--- src/hw/rvIsaPkg.sv ---
package rvIsaPkg;

	// one raw instruction word as fetched
	typedef logic [31:0] instWordT;

	// architectural register index
	typedef logic [4:0] regIdxT;

	// low seven bits of every instruction
	typedef logic [6:0] opcodeT;

	// major opcodes used by the hazard logic
	localparam opcodeT OpRType = 7'b0110011;
	localparam opcodeT OpBType = 7'b1100011;
	localparam opcodeT OpSType = 7'b0100011;
	localparam opcodeT OpIType = 7'b0010011;
	localparam opcodeT OpLoad  = 7'b0000011;
	localparam opcodeT OpJal   = 7'b1101111;
	localparam opcodeT OpJalr  = 7'b1100111;
	localparam opcodeT OpLui   = 7'b0110111;
	localparam opcodeT OpAuipc = 7'b0010111;

	// bubble word
	// its opcode field is zero so it matches no class below
	localparam instWordT OpNop = '0;

	// branch conditions in funct3
	localparam logic [2:0] F3Beq  = 3'b000;
	localparam logic [2:0] F3Bne  = 3'b001;
	localparam logic [2:0] F3Blt  = 3'b100;
	localparam logic [2:0] F3Bge  = 3'b101;
	localparam logic [2:0] F3Bltu = 3'b110;
	localparam logic [2:0] F3Bgeu = 3'b111;

	// hardwired zero register
	localparam regIdxT RegZero = 5'd0;

	// field extraction
	// all formats keep these fields at the same bit positions
	function automatic regIdxT rdOf(instWordT w);
		return w[11:7];
	endfunction

	function automatic regIdxT rs1Of(instWordT w);
		return w[19:15];
	endfunction

	function automatic regIdxT rs2Of(instWordT w);
		return w[24:20];
	endfunction

	function automatic logic [2:0] funct3Of(instWordT w);
		return w[14:12];
	endfunction

	function automatic opcodeT opcodeOf(instWordT w);
		return w[6:0];
	endfunction

	// instruction produces a register result
	// stores and branches have no rd
	function automatic logic writesRd(instWordT w);
		opcodeT op;
		op = opcodeOf(w);
		return op inside {OpRType, OpIType, OpLoad, OpJal, OpJalr, OpLui, OpAuipc};
	endfunction

	// instruction consumes rs1
	// lui, auipc and jal take no register source
	function automatic logic readsRs1(instWordT w);
		opcodeT op;
		op = opcodeOf(w);
		return op inside {OpRType, OpBType, OpSType, OpIType, OpLoad, OpJalr};
	endfunction

	// instruction consumes rs2
	function automatic logic readsRs2(instWordT w);
		opcodeT op;
		op = opcodeOf(w);
		return op inside {OpRType, OpBType, OpSType};
	endfunction

endpackage

--- src/hw/hazardPkg.sv ---
package hazardPkg;

	// operand source for an ALU input
	// encoding follows the existing datapath mux
	typedef enum logic [1:0] {
		FwdRegFile = 2'b00,
		FwdWb      = 2'b01,
		FwdMem     = 2'b10
	} fwdSelT;

	// forwarding selects for both EX operands
	typedef struct packed {
		fwdSelT fwdA;
		fwdSelT fwdB;
	} fwdPairT;

	// pipeline flow control toward fetch and decode
	// stall holds pc and IF/ID and drops a bubble into EX
	// flush zeroes IF/ID and ID/EX
	// pcSel picks the next pc source
	typedef struct packed {
		logic stall;
		logic flush;
		logic pcSel;
	} flowCtrlT;

	// next pc source values
	localparam logic PcSelAlu   = 1'b1;
	localparam logic PcSelPlus4 = 1'b0;

	// number of shadowed pipeline registers
	localparam int ShadowDepth = 4;

	// positions in the shadow array
	localparam int StIfId  = 0;
	localparam int StIdEx  = 1;
	localparam int StExMem = 2;
	localparam int StMemWb = 3;

endpackage

--- src/hw/instShadowPipe.sv ---
module instShadowPipe
	import rvIsaPkg::*, hazardPkg::*;
(
	input  logic     clk,
	input  logic     rstN,
	input  instWordT fetchWord,
	input  flowCtrlT flow,
	output instWordT idWord,
	output instWordT exWord,
	output instWordT memWord,
	output instWordT wbWord
);

	// copy of the instruction words held in the real pipeline registers
	// index 0 is IF/ID and the last index is MEM/WB
	instWordT stageQ [ShadowDepth];

	always_ff @(posedge clk)
	begin
		if (!rstN)
		begin
			// every stage starts empty
			for (int i = 0; i < ShadowDepth; i++)
			begin
				stageQ[i] <= OpNop;
			end
		end
		else
		begin
			// back end never stops
			stageQ[StMemWb] <= stageQ[StExMem];
			stageQ[StExMem] <= stageQ[StIdEx];

			if (flow.flush)
			begin
				// wrong path work is squashed
				// fetched word belongs to the old path too
				stageQ[StIfId] <= OpNop;
				stageQ[StIdEx] <= OpNop;
			end
			else if (flow.stall)
			begin
				// decode waits one cycle for the load result
				stageQ[StIfId] <= stageQ[StIfId];
				stageQ[StIdEx] <= OpNop;
			end
			else
			begin
				// normal advance
				stageQ[StIfId] <= fetchWord;
				stageQ[StIdEx] <= stageQ[StIfId];
			end
		end
	end

	// stage taps for the hazard logic
	assign idWord  = stageQ[StIfId];
	assign exWord  = stageQ[StIdEx];
	assign memWord = stageQ[StExMem];
	assign wbWord  = stageQ[StMemWb];

endmodule

--- src/hw/forwardUnit.sv ---
module forwardUnit
	import rvIsaPkg::*, hazardPkg::*;
(
	input  instWordT exWord,
	input  instWordT memWord,
	input  instWordT wbWord,
	output fwdPairT  fwd
);

	// true when a later stage will write the register being read
	// x0 is never a real producer
	function automatic logic producesFor(instWordT w, regIdxT src);
		return writesRd(w) && (rdOf(w) != RegZero) && (rdOf(w) == src);
	endfunction

	// forwarding rule for one source operand
	// nearer producer wins since it holds the newer value
	function automatic fwdSelT pickSource(
		logic     used,
		regIdxT   src,
		instWordT memW,
		instWordT wbW
	);
		fwdSelT sel;
		sel = FwdRegFile;
		if (used && producesFor(memW, src))
		begin
			sel = FwdMem;
		end
		else if (used && producesFor(wbW, src))
		begin
			sel = FwdWb;
		end
		return sel;
	endfunction

	// same rule applied to both operands of the EX instruction
	always_comb
	begin
		// operand A
		fwd.fwdA = pickSource(readsRs1(exWord), rs1Of(exWord), memWord, wbWord);
		// operand B
		fwd.fwdB = pickSource(readsRs2(exWord), rs2Of(exWord), memWord, wbWord);
	end

endmodule

--- src/hw/flowCtrl.sv ---
module flowCtrl
	import rvIsaPkg::*, hazardPkg::*;
(
	input  instWordT idWord,
	input  instWordT exWord,
	input  logic     brEq,
	input  logic     brLt,
	output flowCtrlT flow
);

	// EX instruction class
	opcodeT exOp;
	logic   exJump;
	logic   exBranch;

	// branch outcome from the datapath compare
	logic   brTaken;

	// control transfer leaving EX this cycle
	logic   redirect;

	// load in EX feeding the instruction in ID
	regIdxT loadRd;
	logic   idUsesRs1;
	logic   idUsesRs2;
	logic   loadUse;

	assign exOp     = opcodeOf(exWord);
	assign exJump   = (exOp == OpJal) || (exOp == OpJalr);
	assign exBranch = (exOp == OpBType);

	// condition table by funct3
	// signed and unsigned variants share the flags
	// the datapath already picked the compare kind
	always_comb
	begin
		case (funct3Of(exWord))
			F3Beq:           brTaken = brEq;
			F3Bne:           brTaken = !brEq;
			F3Blt, F3Bltu:   brTaken = brLt;
			F3Bge, F3Bgeu:   brTaken = !brLt;
			// reserved encodings never branch
			default:         brTaken = 1'b0;
		endcase
	end

	// jumps always leave, branches only when taken
	assign redirect = exJump || (exBranch && brTaken);

	// load result arrives too late for EX of the next instruction
	assign loadRd    = rdOf(exWord);
	assign idUsesRs1 = readsRs1(idWord) && (rs1Of(idWord) == loadRd);
	assign idUsesRs2 = readsRs2(idWord) && (rs2Of(idWord) == loadRd);
	assign loadUse   = (exOp == OpLoad) && (loadRd != RegZero) && (idUsesRs1 || idUsesRs2);

	always_comb
	begin
		// redirect squashes IF/ID and ID/EX
		flow.flush = redirect;
		flow.pcSel = redirect ? PcSelAlu : PcSelPlus4;
		// the waiting reader is flushed anyway on a redirect
		flow.stall = loadUse && !redirect;
	end

endmodule

--- src/hw/hazardTop.sv ---
module hazardTop
	import rvIsaPkg::*, hazardPkg::*;
(
	input  logic     clk,
	input  logic     rstN,
	input  instWordT fetchWord,
	input  logic     brEq,
	input  logic     brLt,
	output fwdPairT  fwd,
	output flowCtrlT flow
);

	// shadow stage words
	instWordT idWord;
	instWordT exWord;
	instWordT memWord;
	instWordT wbWord;

	// pipeline copy advanced by our own flow decisions
	instShadowPipe uShadowPipe (
		.clk       (clk),
		.rstN      (rstN),
		.fetchWord (fetchWord),
		.flow      (flow),
		.idWord    (idWord),
		.exWord    (exWord),
		.memWord   (memWord),
		.wbWord    (wbWord)
	);

	// operand bypass selects for EX
	forwardUnit uForwardUnit (
		.exWord  (exWord),
		.memWord (memWord),
		.wbWord  (wbWord),
		.fwd     (fwd)
	);

	// stall, flush and next pc source
	flowCtrl uFlowCtrl (
		.idWord (idWord),
		.exWord (exWord),
		.brEq   (brEq),
		.brLt   (brLt),
		.flow   (flow)
	);

endmodule

--- config.mk ---
export PLATFORM = sky130hd
export DESIGN_NAME = hazardTop
export DESIGN_NICKNAME = d
export VERILOG_FILES = /design/src/hw/rvIsaPkg.sv /design/src/hw/hazardPkg.sv /design/src/hw/instShadowPipe.sv /design/src/hw/forwardUnit.sv /design/src/hw/flowCtrl.sv /design/src/hw/hazardTop.sv
export SDC_FILE = /design/constraint.sdc
export NUM_CORES = 1
export LEC_CHECK = 0
export ABC_AREA = 1
export BUFFER_PORTS_ARGS = -buffer_cell sky130_fd_sc_hd__buf_4
export CELL_PAD_IN_SITES_DETAIL_PLACEMENT = 1
export CELL_PAD_IN_SITES_GLOBAL_PLACEMENT = 1
export CORE_MARGIN = 3
export CORE_UTILIZATION = 47
export CTS_CLUSTER_DIAMETER = 100
export DETAILED_ROUTE_END_ITERATION = 8
export PLACE_DENSITY_LB_ADDON = 0.1
export SLEW_MARGIN = 20
export SYNTH_ARGS = -nofsm -noshare
export SYNTH_HDL_FRONTEND = slang
export SYNTH_SLANG_ARGS = --single-unit
--- constraint.sdc ---
create_clock -name clk -period 4.6 [get_ports clk]
set_input_delay 0.92 -clock clk [delete_from_list [all_inputs] [get_ports clk]]
set_output_delay 0.92 -clock clk [all_outputs]
set_load 0.005 [all_outputs]
==> Flow_metrics.wiki, run 1 <==
{| class="wikitable"
! Metric !! Value
|-
| Number of fill cells || 866
|-
| Top fanout value on the critical path || 2
|-
| Areal power density over the cells || 350 nW/um^2
|-
| Critical path start-end classification || flop to primary output
|-
| Antenna violations before repair || 0
|-
| Outcome || completed
|-
| Worst clock skew on the final layout || 0.00584 ns
|-
| Hold Violations, Final || 0
|-
| Total Die Area || 8300 sq um
|-
| Synthesis-to-finish area growth || 18.4%
|-
| Post-route fraction of the period consumed by the critical path || 58.8%
|-
| Number of flops mapped to enable cells by yosys || 50
|-
| WP data required || 3.68 ns
|-
| Proportion of layout cells with a drive suffix above 1 || 13.7%
|-
| Buffers added on ports || 35
|-
| Antenna diode instance count || 0
|-
| Endpoint kind of the worst setup timing path || primary output
|-
| Number of DRC violations after detailed routing || 0
|-
| Post-Place Cell Area || 3820 sq um
|-
| Most used flip-flop cell after synthesis || edfxtp_1
|-
| Internal reg-to-reg setup slack || 2.47 ns
|-
| Hold_buf cts || 0
|-
| Start point of the worst min-delay path || uShadowPipe.stageQ[1][3]
|-
| DR vias || 2457
|-
| Register ranked first by flip-flop count || uShadowPipe.stageQ
|-
| Clk Latency, worst-skew pair || 0.34 ns
|-
| Initial Utilization || 49.3%
|-
| First-pass iteration count of the detailed router || 4
|-
| Number of stages on the worst hold path || 2
|-
| Final layout net count || 490
|-
| First-pass GRT wire length || 11.7 mm
|-
| Count of nets left with antenna violations after detail routing || 0
|-
| Launching element type of the critical path || flop
|-
| Rel. slew slack || 58.9%
|-
| Clock sinks || 74
|-
| Largest register FFs || 74
|-
| H-tree depth || 3
|-
| Sequential cell area fraction in the yosys report || 58.3%
|-
| Standard-cell rows || 30
|-
| TritonCTS clock tree || yes
|-
| Fin crit period || 2.71 ns
|-
| Total congestion overflow || 0
|-
| Starting DRT DRC Count || 58
|-
| Mapped Avg Cell Area || 8.66 sq um
|-
| Synth warnings || 0
|-
| Largest voltage drop on the vdd net || 0.266 mV
|-
| WL final || 6.65 mm
|-
| Yosys cell types || 27
|-
| Setup repair after global routing missed its margin || false
|-
| Instance count of the mapped netlist || 393
|-
| Most common cell after layout, fill and taps aside || inv_1
|-
| Global-route total usage across every layer || 18.0%
|-
| Post CTS Setup Buffer Count || 0
|-
| Final instance area || 4030 sq um
|-
| Global Route met1 Usage || 19.2%
|-
| Min-Delay Endpoint || uShadowPipe.stageQ[1][35]
|-
| Vias per std cell || 4.43
|-
| Top-level I/O count || 43
|-
| Registers with the highest flip-flop counts || uShadowPipe.stageQ: 74 flops
|-
| Cell at the root of the clock tree || clkbuf_8
|-
| Via count of the first global-routing pass || 2793
|-
| Asr flop ratio synth || 0%
|-
| Setup-violating endpoint count in the final report || 0
|-
| Final RePlAce weighted congestion || 0.777
|-
| Met2 Use GR || 32.7%
|-
| Leakage power || 2.04 nW
|-
| Max-slew violation total from the final report || 0
|-
| Worst reg2reg path endpoint || uShadowPipe.stageQ[0][15]
|-
| Global routing's busiest layer || met2
|-
| Die Span X || 91.1 um
|-
| FMAX || 370 MHz
|-
| Placeable core region || 6910 sq um
|-
| R2r startpoint || uShadowPipe.stageQ[0][44]
|-
| WL per Instance || 12.0 um
|-
| HPWL after detailed placement || 5.09 mm
|-
| Clock Tree Buf Depth || 2
|-
| R2r worst-path depth || 7
|-
| Maximum number of pins on one net before global-route repair || 27
|-
| Arrival @ worst endpoint || 1.79 ns
|-
| Number of buffers created by CTS || 9
|-
| Floorplan die height || 91.1 um
|-
| Min-Delay Path Class || flop to flop
|-
| Number of max-cap violations || 0
|-
| Measured slew at the worst slew-check pin || 0.615 ns
|-
| Synthesis-stage register bit count || 74
|-
| Post-Route Setup TNS || 0 ns
|-
| Mapped Area || 3400 sq um
|-
| GR Layer Usage met3 || 3.65%
|-
| Clock-pin slew of the registers on the worst-case setup and hold paths || 0.07 ns
|-
| Highest-count cells in the layout ignoring fill and taps || 96 x inv_1, 81 x nand2_1, 69 x nor2_1
|-
| Post-cts repair resize count || 0
|}
power by group:
group / internal, W / switching (W) / leakage (nW)
clock: 0.000302 / 0.000234 / 0.104
sequential: 0.000743 / 0.0000238 / 0.745
combinational: 0.0000479 / 0.0000598 / 1.19
synthesized netlist by cell type (2+ instances only):
library cell / n / share of area [%]
inv_1: 96 / 11
nor2_1: 69 / 7.6
buf_1: 2 / 0.22
nand3_1: 12 / 1.8
buf_6: 2 / 0.66
nand2_2: 2 / 0.37
nand3_2: 2 / 0.59
nor3_1: 6 / 0.88
edfxtp_1: 50 / 44
xnor2_1: 16 / 4.1
xor2_1: 6 / 1.5
buf_2: 2 / 0.29
a21oi_1: 5 / 0.74
inv_2: 2 / 0.22
nor2_2: 4 / 0.74
dfxtp_1: 24 / 14
nand2_1: 82 / 9.0
buf_4: 2 / 0.44
layer usage:
metal | vias to the layer above | share of wire [%]
li1 | 1255 | -
met1 | 1150 | 40
met2 | 38 | 54
met3 | 14 | 3.4
met4 | 0 | 2.6
met5 | - | 0
area by class of cell:
class	instances	area (sq um)	share of cell area (%)
Sequential cell	74	1980	49.2
Multi-Input combinational cell	236	1090	27.0
Inverter	98	368	9.13
Timing Repair Buffer	35	263	6.52
Clock buffer	10	128	3.17
Tap cell	96	120	2.98
Clock inverter	6	81.3	2.02
kinds of logic after synthesis:
group / share of synthesized area, %
and+or+nand+nor: 22.2
buffers and inverters: 12.5
DFF: 58.3
xor gates and xnor gates: 5.66
AOI/OAI and AO/OA: 1.21
other: 0.110
critical path: stages, from the launching register on:
cell and delay [ns]:
edfxtp_1 0.43, inv_1 0.12, nand2_1 0.07, nor2_1 0.17
nand2_1 0.07, nor2_1 0.12, nand2_1 0.06, nand2_1 0.09
nand2_2 0.08, inv_1 0.11, buf_4 0.12
metrics by stage:
step	cells	utilization (%)	hold WS, ns	power (W)	setup slack [ns]
after floorplan	417	-	0.402	0.000850	2.28
after global placement	539	55.3	0.416	0.000882	1.66
after detailed placement	539	55.3	0.418	0.000891	1.54
after CTS	555	58.3	0.426	0.00143	1.88
after global routing	555	58.3	0.465	0.00148	1.74
final	555	58.3	0.426	0.00141	1.89
worst max path at each step:
stage	from	end	slack, ns	cells after the start
2_1_floorplan	brLt	flow[0]	2.28	6
3_3_place_gp	brLt	uShadowPipe.stageQ[0][18]	1.66	8
5_1_grt	uShadowPipe.stageQ[0][2]	flow[2]	1.74	10
6_report	uShadowPipe.stageQ[0][2]	flow[2]	1.89	10
4_1_cts	uShadowPipe.stageQ[0][2]	flow[2]	1.88	10
3_5_place_dp	brLt	uShadowPipe.stageQ[0][17]	1.54	8
(Power assumes the default switching activity.)
==> inputs of run 2 (changes only) <==
--- a/config.mk
+++ b/config.mk
@@ -10,7 +10,7 @@
 export CELL_PAD_IN_SITES_DETAIL_PLACEMENT = 1
 export CELL_PAD_IN_SITES_GLOBAL_PLACEMENT = 1
 export CORE_MARGIN = 3
-export CORE_UTILIZATION = 47
+export CORE_UTILIZATION = 39
 export CTS_CLUSTER_DIAMETER = 100
 export DETAILED_ROUTE_END_ITERATION = 8
 export PLACE_DENSITY_LB_ADDON = 0.1
==> constraint.sdc (replaced) <==
create_clock -name clk -period 2.3 [get_ports clk]
set_input_delay 0.46 -clock clk [delete_from_list [all_inputs] [get_ports clk]]
set_output_delay 0.46 -clock clk [all_outputs]
set_load 0.005 [all_outputs]
==> run 2 against run 1 <==
- die area increased by 19%
- global-route usage down 3.2 points
- critical endpoint unchanged
- largest cell class unchanged
- combinational power rose by 99%
==> Flow_metrics.wiki, run 2 (synthesis results as in run 1) <==
{| class="wikitable"
! Metric !! Value
|-
| Maximum number of pins on one net before global-route repair || 26 (was 27)
|-
| Critical path start-end classification || flop to primary output (unchanged)
|-
| Antenna violations before repair || 0 (unchanged)
|-
| Starting DRT DRC Count || 59 (was 58)
|-
| Registers with the highest flip-flop counts || uShadowPipe.stageQ: 74 flops (unchanged)
|-
| Worst-case hold slack || 0.405 ns (was 0.426 ns)
|-
| WL per Instance || 11.4 um (was 12.0 um)
|-
| Worst clock skew on the final layout || 0.0117 ns (was 0.00584 ns)
|-
| Final layout net count || 492 (was 490)
|-
| Number of DRC violations after detailed routing || 0 (unchanged)
|-
| Total Die Area || 9880 sq um (was 8300 sq um)
|-
| Min-Delay Path Class || input pin to flop (was flop to flop)
|-
| H-tree depth || 3 (unchanged)
|-
| Buffers added on ports || 35 (unchanged)
|-
| Synthesis-to-finish area growth || 18.8% (was 18.4%)
|-
| Clk Latency, worst-skew pair || 0.34 ns (about the same)
|-
| Global-route total usage across every layer || 14.8% (was 18.0%)
|-
| Outcome || completed (unchanged)
|-
| Cell at the root of the clock tree || clkbuf_8 (unchanged)
|-
| Min-Delay Endpoint || uShadowPipe.stageQ[0][9] (was uShadowPipe.stageQ[1][35])
|-
| Initial Utilization || 40.8% (was 49.3%)
|-
| Proportion of layout cells with a drive suffix above 1 || 14.3% (was 13.7%)
|-
| Multi-input gate area || 1090 sq um (about the same)
|-
| Largest voltage drop on the vdd net || 0.266 mV (about the same)
|-
| WL final || 6.47 mm (was 6.65 mm)
|-
| Clock-pin slew of the registers on the worst-case setup and hold paths || 0.08 ns (was 0.07 ns)
|-
| Placeable core region || 8340 sq um (was 6910 sq um)
|-
| Sequential standard cell area || 1980 sq um (unchanged)
|-
| Top-level I/O count || 43 (unchanged)
|-
| Top fanout value on the critical path || 2 (unchanged)
|-
| Antenna diode instance count || 0 (unchanged)
|-
| Number of buffers created by CTS || 9 (unchanged)
|-
| Floorplan die height || 99.4 um (was 91.1 um)
|-
| Via count of the first global-routing pass || 2594 (was 2793)
|-
| Post-Route Setup TNS || 0 ns (unchanged)
|-
| Number of stages on the worst hold path || 3 (was 2)
|-
| Register ranked first by flip-flop count || uShadowPipe.stageQ (unchanged)
|-
| Hold Violations, Final || 0 (unchanged)
|-
| Launching element type of the critical path || flop (unchanged)
|-
| First-pass iteration count of the detailed router || 4 (unchanged)
|-
| Most common cell after layout, fill and taps aside || inv_1 (unchanged)
|-
| Largest register FFs || 74 (unchanged)
|-
| Count of nets left with antenna violations after detail routing || 0 (unchanged)
|-
| R2r worst-path depth || 11 (was 7)
|-
| Clock sinks || 74 (unchanged)
|-
| HPWL after detailed placement || 4.89 mm (was 5.09 mm)
|-
| Worst reg2reg path endpoint || uShadowPipe.stageQ[0][6] (was uShadowPipe.stageQ[0][15])
|-
| First-pass GRT wire length || 11.4 mm (was 11.7 mm)
|-
| Fin crit period || 2.14 ns
|-
| Highest-count cells in the layout ignoring fill and taps || 96 x inv_1, 82 x nand2_1, 69 x nor2_1 (was 96 x inv_1, 81 x nand2_1, 69 x nor2_1)
|-
| Setup-violating endpoint count in the final report || 0 (unchanged)
|-
| Standard-cell rows || 33 (was 30)
|-
| Areal power density over the cells || 663 nW/um^2 (was 350 nW/um^2)
|-
| R2r startpoint || uShadowPipe.stageQ[0][2] (was uShadowPipe.stageQ[0][44])
|-
| Number of fill cells || 1035 (was 866)
|-
| Post-route fraction of the period consumed by the critical path || 93.0%
|-
| Internal reg-to-reg setup slack || 0.45 ns (was 2.47 ns)
|-
| Number of max-cap violations || 0 (unchanged)
|-
| Post-Place Setup Slack || 0.420 ns (was 1.54 ns)
|-
| Endpoint kind of the worst setup timing path || primary output (unchanged)
|-
| Die Span X || 99.4 um (was 91.1 um)
|-
| Start point of the worst min-delay path || fetchWord[9] (was uShadowPipe.stageQ[1][3])
|-
| Leakage power || 2.05 nW (was 2.04 nW)
|-
| FMAX || 468 MHz
|-
| Final worst-path setup slack || 0.162 ns (was 1.89 ns)
|-
| Clock Tree Buf Depth || 2 (unchanged)
|-
| Total congestion overflow || 0 (unchanged)
|-
| Max-slew violation total from the final report || 0 (unchanged)
|-
| WP data required || 1.84 ns (was 3.68 ns)
|-
| Arrival @ worst endpoint || 1.68 ns (was 1.79 ns)
|-
| Final RePlAce weighted congestion || 0.815 (was 0.777)
|-
| TritonCTS clock tree || yes (unchanged)
|-
| Vias per std cell || 4.25 (was 4.43)
|-
| Setup repair after global routing missed its margin || false (unchanged)
|-
| DR vias || 2405 (was 2457)
|}
==> run 2: power by group <==
group,switching [W],leakage (nW),internal [W]
Clock,0.000479,0.0980,0.000452
Combinational,0.000118,1.21,0.0000969
Sequential,0.0000468,0.745,0.00149
==> run 2: final cells by class <==
class	count	share of cell area [%]
sequential	74	49.1
multi-input combinational	236	26.9
inverter	98	9.11
timing repair buffer	37	7.18
clock buffer	11	3.78
tap	105	3.25
clock inverter	5	0.712
==> run 2: metrics by stage <==
step	util, %	cells	power [W]	instance area [sq um]
floorplan	-	417	0.00170	3490
global placement	46.2	550	0.00177	3850
detailed placement	46.2	550	0.00178	3850
CTS	48.4	566	0.00273	4040
global route	48.4	566	0.00283	4040
finish	48.4	566	0.00268	4040
==> run 2: worst max path at each step <==
| stage | from | endpoint | slack, ns | depth (start not counted) |
|---|---|---|---|---|
| 3_5_place_dp | brLt | uShadowPipe.stageQ[0][18] | 0.42 | 9 |
| 3_3_place_gp | uShadowPipe.stageQ[0][43] | uShadowPipe.stageQ[0][18] | 0.46 | 8 |
| 5_1_grt | uShadowPipe.stageQ[0][2] | flow[2] | 0.02 | 10 |
| 2_1_floorplan | uShadowPipe.stageQ[0][43] | uShadowPipe.stageQ[0][0] | 0.44 | 11 |
| 4_1_cts | uShadowPipe.stageQ[0][36] | fwd[2] | 0.08 | 7 |
| 6_report | uShadowPipe.stageQ[0][2] | flow[2] | 0.16 | 10 |
==> run 2: worst max-delay path, stage by stage (launching register included) <==
cell	delay (ns)
edfxtp_1	0.40
inv_1	0.11
nand2_1	0.06
nor2_1	0.14
nand2_1	0.07
nor2_1	0.13
nand2_1	0.07
nand2_1	0.09
nand2_2	0.08
inv_1	0.09
buf_4	0.11
==> run 2: what timing repair did <==
action,CTS,global route
setup endpoints to repair,0,1
endpoints found under the hold margin,0,0
hold buffers,0,0
resized for setup,0,1
setup buffers,0,0
==> run 2: metal layers <==
metal / share of wire, % / GRT usage [%] / vias to the layer above
met1: 43 / 16.6 / 1099
met4: 2.0 / 7.25 / 0
met5: 0 / 0 / -
li1: - / - / 1261
met3: 3.1 / 3.23 / 10
met2: 52 / 26.4 / 35
==> inputs of run 3 (changes only) <==
--- a/config.mk
+++ b/config.mk
@@ -6,13 +6,13 @@
 export NUM_CORES = 1
 export LEC_CHECK = 0
 export ABC_AREA = 1
-export BUFFER_PORTS_ARGS = -buffer_cell sky130_fd_sc_hd__buf_4
 export CELL_PAD_IN_SITES_DETAIL_PLACEMENT = 1
 export CELL_PAD_IN_SITES_GLOBAL_PLACEMENT = 1
 export CORE_MARGIN = 3
-export CORE_UTILIZATION = 39
+export CORE_UTILIZATION = 43
 export CTS_CLUSTER_DIAMETER = 100
 export DETAILED_ROUTE_END_ITERATION = 8
+export DONT_BUFFER_PORTS = 1
 export PLACE_DENSITY_LB_ADDON = 0.1
 export SLEW_MARGIN = 20
 export SYNTH_ARGS = -nofsm -noshare
==> run 3 against run 2 <==
- combinational power down 20%
- critical path depth down 4
- via count down 4.7%
- worst setup slack better by 0.098 ns
- final cell count down 7.2%
- utilization up 2.7 points
- wire length down 5.4%
- clock skew down 0.0022 ns
- critical path type unchanged
- non-clock buffer count down 35
- sequential share of layout area up 3.0 points
- clock power up 13%
- die area down 8.8%
==> Flow_metrics.wiki, run 3 (synthesis results as in run 1) <==
{| class="wikitable"
! Metric !! Value
|-
| Total Die Area || 9010 sq um (was 9880 sq um)
|-
| H-tree depth || 3 (unchanged)
|-
| Floorplan die height || 94.9 um (was 99.4 um)
|-
| Final worst-path setup slack || 0.260 ns (was 0.162 ns)
|-
| R2r startpoint || uShadowPipe.stageQ[0][41] (was uShadowPipe.stageQ[0][2])
|-
| Source of the critical timing path || uShadowPipe.stageQ[0][34] (was uShadowPipe.stageQ[0][2])
|-
| Critical path start-end classification || flop to primary output (unchanged)
|-
| First-pass iteration count of the detailed router || 4 (unchanged)
|-
| Number of max-cap violations || 0 (unchanged)
|-
| Top-level I/O count || 43 (unchanged)
|-
| Fin crit period || 2.04 ns (was 2.14 ns)
|-
| DR vias || 2293 (was 2405)
|-
| Maximum number of pins on one net before global-route repair || 26 (unchanged)
|-
| Antenna diode instance count || 0 (unchanged)
|-
| Number of fill cells || 905 (was 1035)
|-
| Net switching power of the design || 0.000603 W (was 0.000643 W)
|-
| Max-slew violation total from the final report || 0 (unchanged)
|-
| Starting DRT DRC Count || 44 (was 59)
|-
| Antenna violations before repair || 0 (unchanged)
|-
| WL per Instance || 11.7 um (was 11.4 um)
|-
| Largest voltage drop on the vdd net || 0.334 mV (was 0.266 mV)
|-
| Min-Delay Path Class || input pin to flop (unchanged)
|-
| First-pass GRT wire length || 10.6 mm (was 11.4 mm)
|-
| Net switching fraction of the power || 21.9% (was 24.0%)
|-
| Via count of the first global-routing pass || 2422 (was 2594)
|-
| Clock-pin slew of the registers on the worst-case setup and hold paths || 0.08 ns (about the same)
|-
| Largest register FFs || 74 (unchanged)
|-
| Highest-count cells in the layout ignoring fill and taps || 96 x inv_1, 82 x nand2_1, 69 x nor2_1 (unchanged)
|-
| HPWL after detailed placement || 4.68 mm (was 4.89 mm)
|-
| FMAX || 490 MHz (was 468 MHz)
|-
| WL final || 6.12 mm (was 6.47 mm)
|-
| Vias per std cell || 4.37 (was 4.25)
|-
| Top fanout value on the critical path || 3 (was 2)
|-
| Launching element type of the critical path || flop (unchanged)
|-
| Clock Tree Buf Depth || 2 (unchanged)
|-
| Leakage power || 1.88 nW (was 2.05 nW)
|-
| Synthesis-to-finish area growth || 11.8% (was 18.8%)
|-
| Placeable core region || 7450 sq um (was 8340 sq um)
|-
| Post CTS Setup Buffer Count || 0 (unchanged)
|-
| Number of DRC violations after detailed routing || 0 (unchanged)
|-
| Arrival @ worst endpoint || 1.58 ns (was 1.68 ns)
|-
| Outcome || completed (unchanged)
|-
| Clock sinks || 74 (unchanged)
|-
| Clock share of power || 38.1% (was 34.8%)
|-
| Registers with the highest flip-flop counts || uShadowPipe.stageQ: 74 flops (unchanged)
|-
| Total congestion overflow || 0 (unchanged)
|-
| Most common cell after layout, fill and taps aside || inv_1 (unchanged)
|-
| Register ranked first by flip-flop count || uShadowPipe.stageQ (unchanged)
|-
| Internal power of the cells || 0.00215 W (was 0.00204 W)
|-
| Post-Route Setup TNS || 0 ns (unchanged)
|-
| Setup-violating endpoint count in the final report || 0 (unchanged)
|-
| Setup repair after global routing missed its margin || false (unchanged)
|-
| Post-route fraction of the period consumed by the critical path || 88.7% (was 93.0%)
|-
| Post-Place Setup Slack || 0.419 ns (was 0.420 ns)
|-
| Hold Violations, Final || 0 (unchanged)
|-
| Sequential share of power || 55.6% (was 57.2%)
|-
| Buffers added on ports || 0 (was 35)
|-
| Proportion of layout cells with a drive suffix above 1 || 7.04% (was 14.3%)
|-
| Comb power frac || 6.3% (was 8.0%)
|-
| Global-route total usage across every layer || 15.5% (was 14.8%)
|-
| Die Span X || 94.9 um (was 99.4 um)
|-
| Start point of the worst min-delay path || rstN (was fetchWord[9])
|-
| Areal power density over the cells || 725 nW/um^2 (was 663 nW/um^2)
|-
| Initial Utilization || 45.7% (was 40.8%)
|-
| Hold_buf cts || 0 (unchanged)
|-
| Endpoint kind of the worst setup timing path || primary output (unchanged)
|-
| Final RePlAce weighted congestion || 0.758 (was 0.815)
|-
| WP data required || 1.84 ns (about the same)
|-
| Final layout net count || 457 (was 492)
|-
| Clk Latency, worst-skew pair || 0.34 ns (about the same)
|-
| Standard-cell rows || 31 (was 33)
|-
| Number of buffers created by CTS || 9 (unchanged)
|-
| Post-cts repair resize count || 0 (unchanged)
|-
| Worst clock skew on the final layout || 0.00952 ns (was 0.0117 ns)
|-
| Count of nets left with antenna violations after detail routing || 0 (unchanged)
|-
| TritonCTS clock tree || yes (unchanged)
|-
| Cell at the root of the clock tree || clkbuf_8 (unchanged)
|}
-- run 3: changes by cell type in the layout (fill, tap and decap cells not counted) --
cell / delta
buf_4: -35
bufinv_16: +1
clkbuf_1: +1
clkbuf_8: +1
clkinv_2: -4
clkinvlp_4: +1
-- run 3: path summary, 6_finish.rpt --
path	slack (ns)	to	cells after the start
setup reg to reg	0.43	uShadowPipe.stageQ[0][19]	8
hold / removal	0.23	uShadowPipe.stageQ[1][1]	2
setup / recovery	0.26	fwd[2]	6
hold reg to reg	0.43	uShadowPipe.stageQ[1][34]	2
-- run 3: power groups by stage --
stage               Clock (W)  Combinational, W  Sequential (W)
floorplan                   0          0.000150         0.00155
global placement            0          0.000164         0.00156
detailed placement          0          0.000174         0.00156
CTS                   0.00109          0.000176         0.00153
global route          0.00115          0.000206         0.00154
finish                0.00105          0.000173         0.00153
-- run 3: per-layer routing --
| metal | share of wire (%) | vias to the layer above | global-route usage [%] | routed length [um] |
|---|---|---|---|---|
| li1 | - | 1190 | - | - |
| met3 | 3.2 | 10 | 3.59 | 194 |
| met2 | 52 | 34 | 27.6 | 3170 |
| met5 | 0 | - | 0 | 0 |
| met1 | 43 | 1059 | 17.3 | 2640 |
| met4 | 2.0 | 0 | 7.45 | 123 |
-- run 3: cell type report --
class	count	area (sq um)	share of cell area [%]
clock buffer	13	170	4.47
clock inverter	3	46.3	1.22
inverter	98	368	9.67
multi-input combinational	236	1090	28.6
sequential	74	1980	52.1
tap	99	124	3.26
timing repair buffer	2	27.5	0.723
-- run 3: critical path, cell delays in order (launching register included) --
cell and delay [ns]:
edfxtp_1 0.42, inv_1 0.13, nand2_1 0.08, a21oi_2 0.22
nand4_1 0.12, nor2_1 0.19, nor2_1 0.09
-- run 3: metrics by stage --
step                cell area [sq um]  cells  power (W)  hold slack [ns]  util (%)
floorplan                        3490    417    0.00170            0.402         -
global placement                 3580    509    0.00172            0.417      48.1
detailed placement               3580    509    0.00174            0.421      48.1
CTS                              3800    525    0.00280            0.199      51.0
global route                     3800    525    0.00290            0.209      51.1
finish                           3800    525    0.00276            0.225      51.1
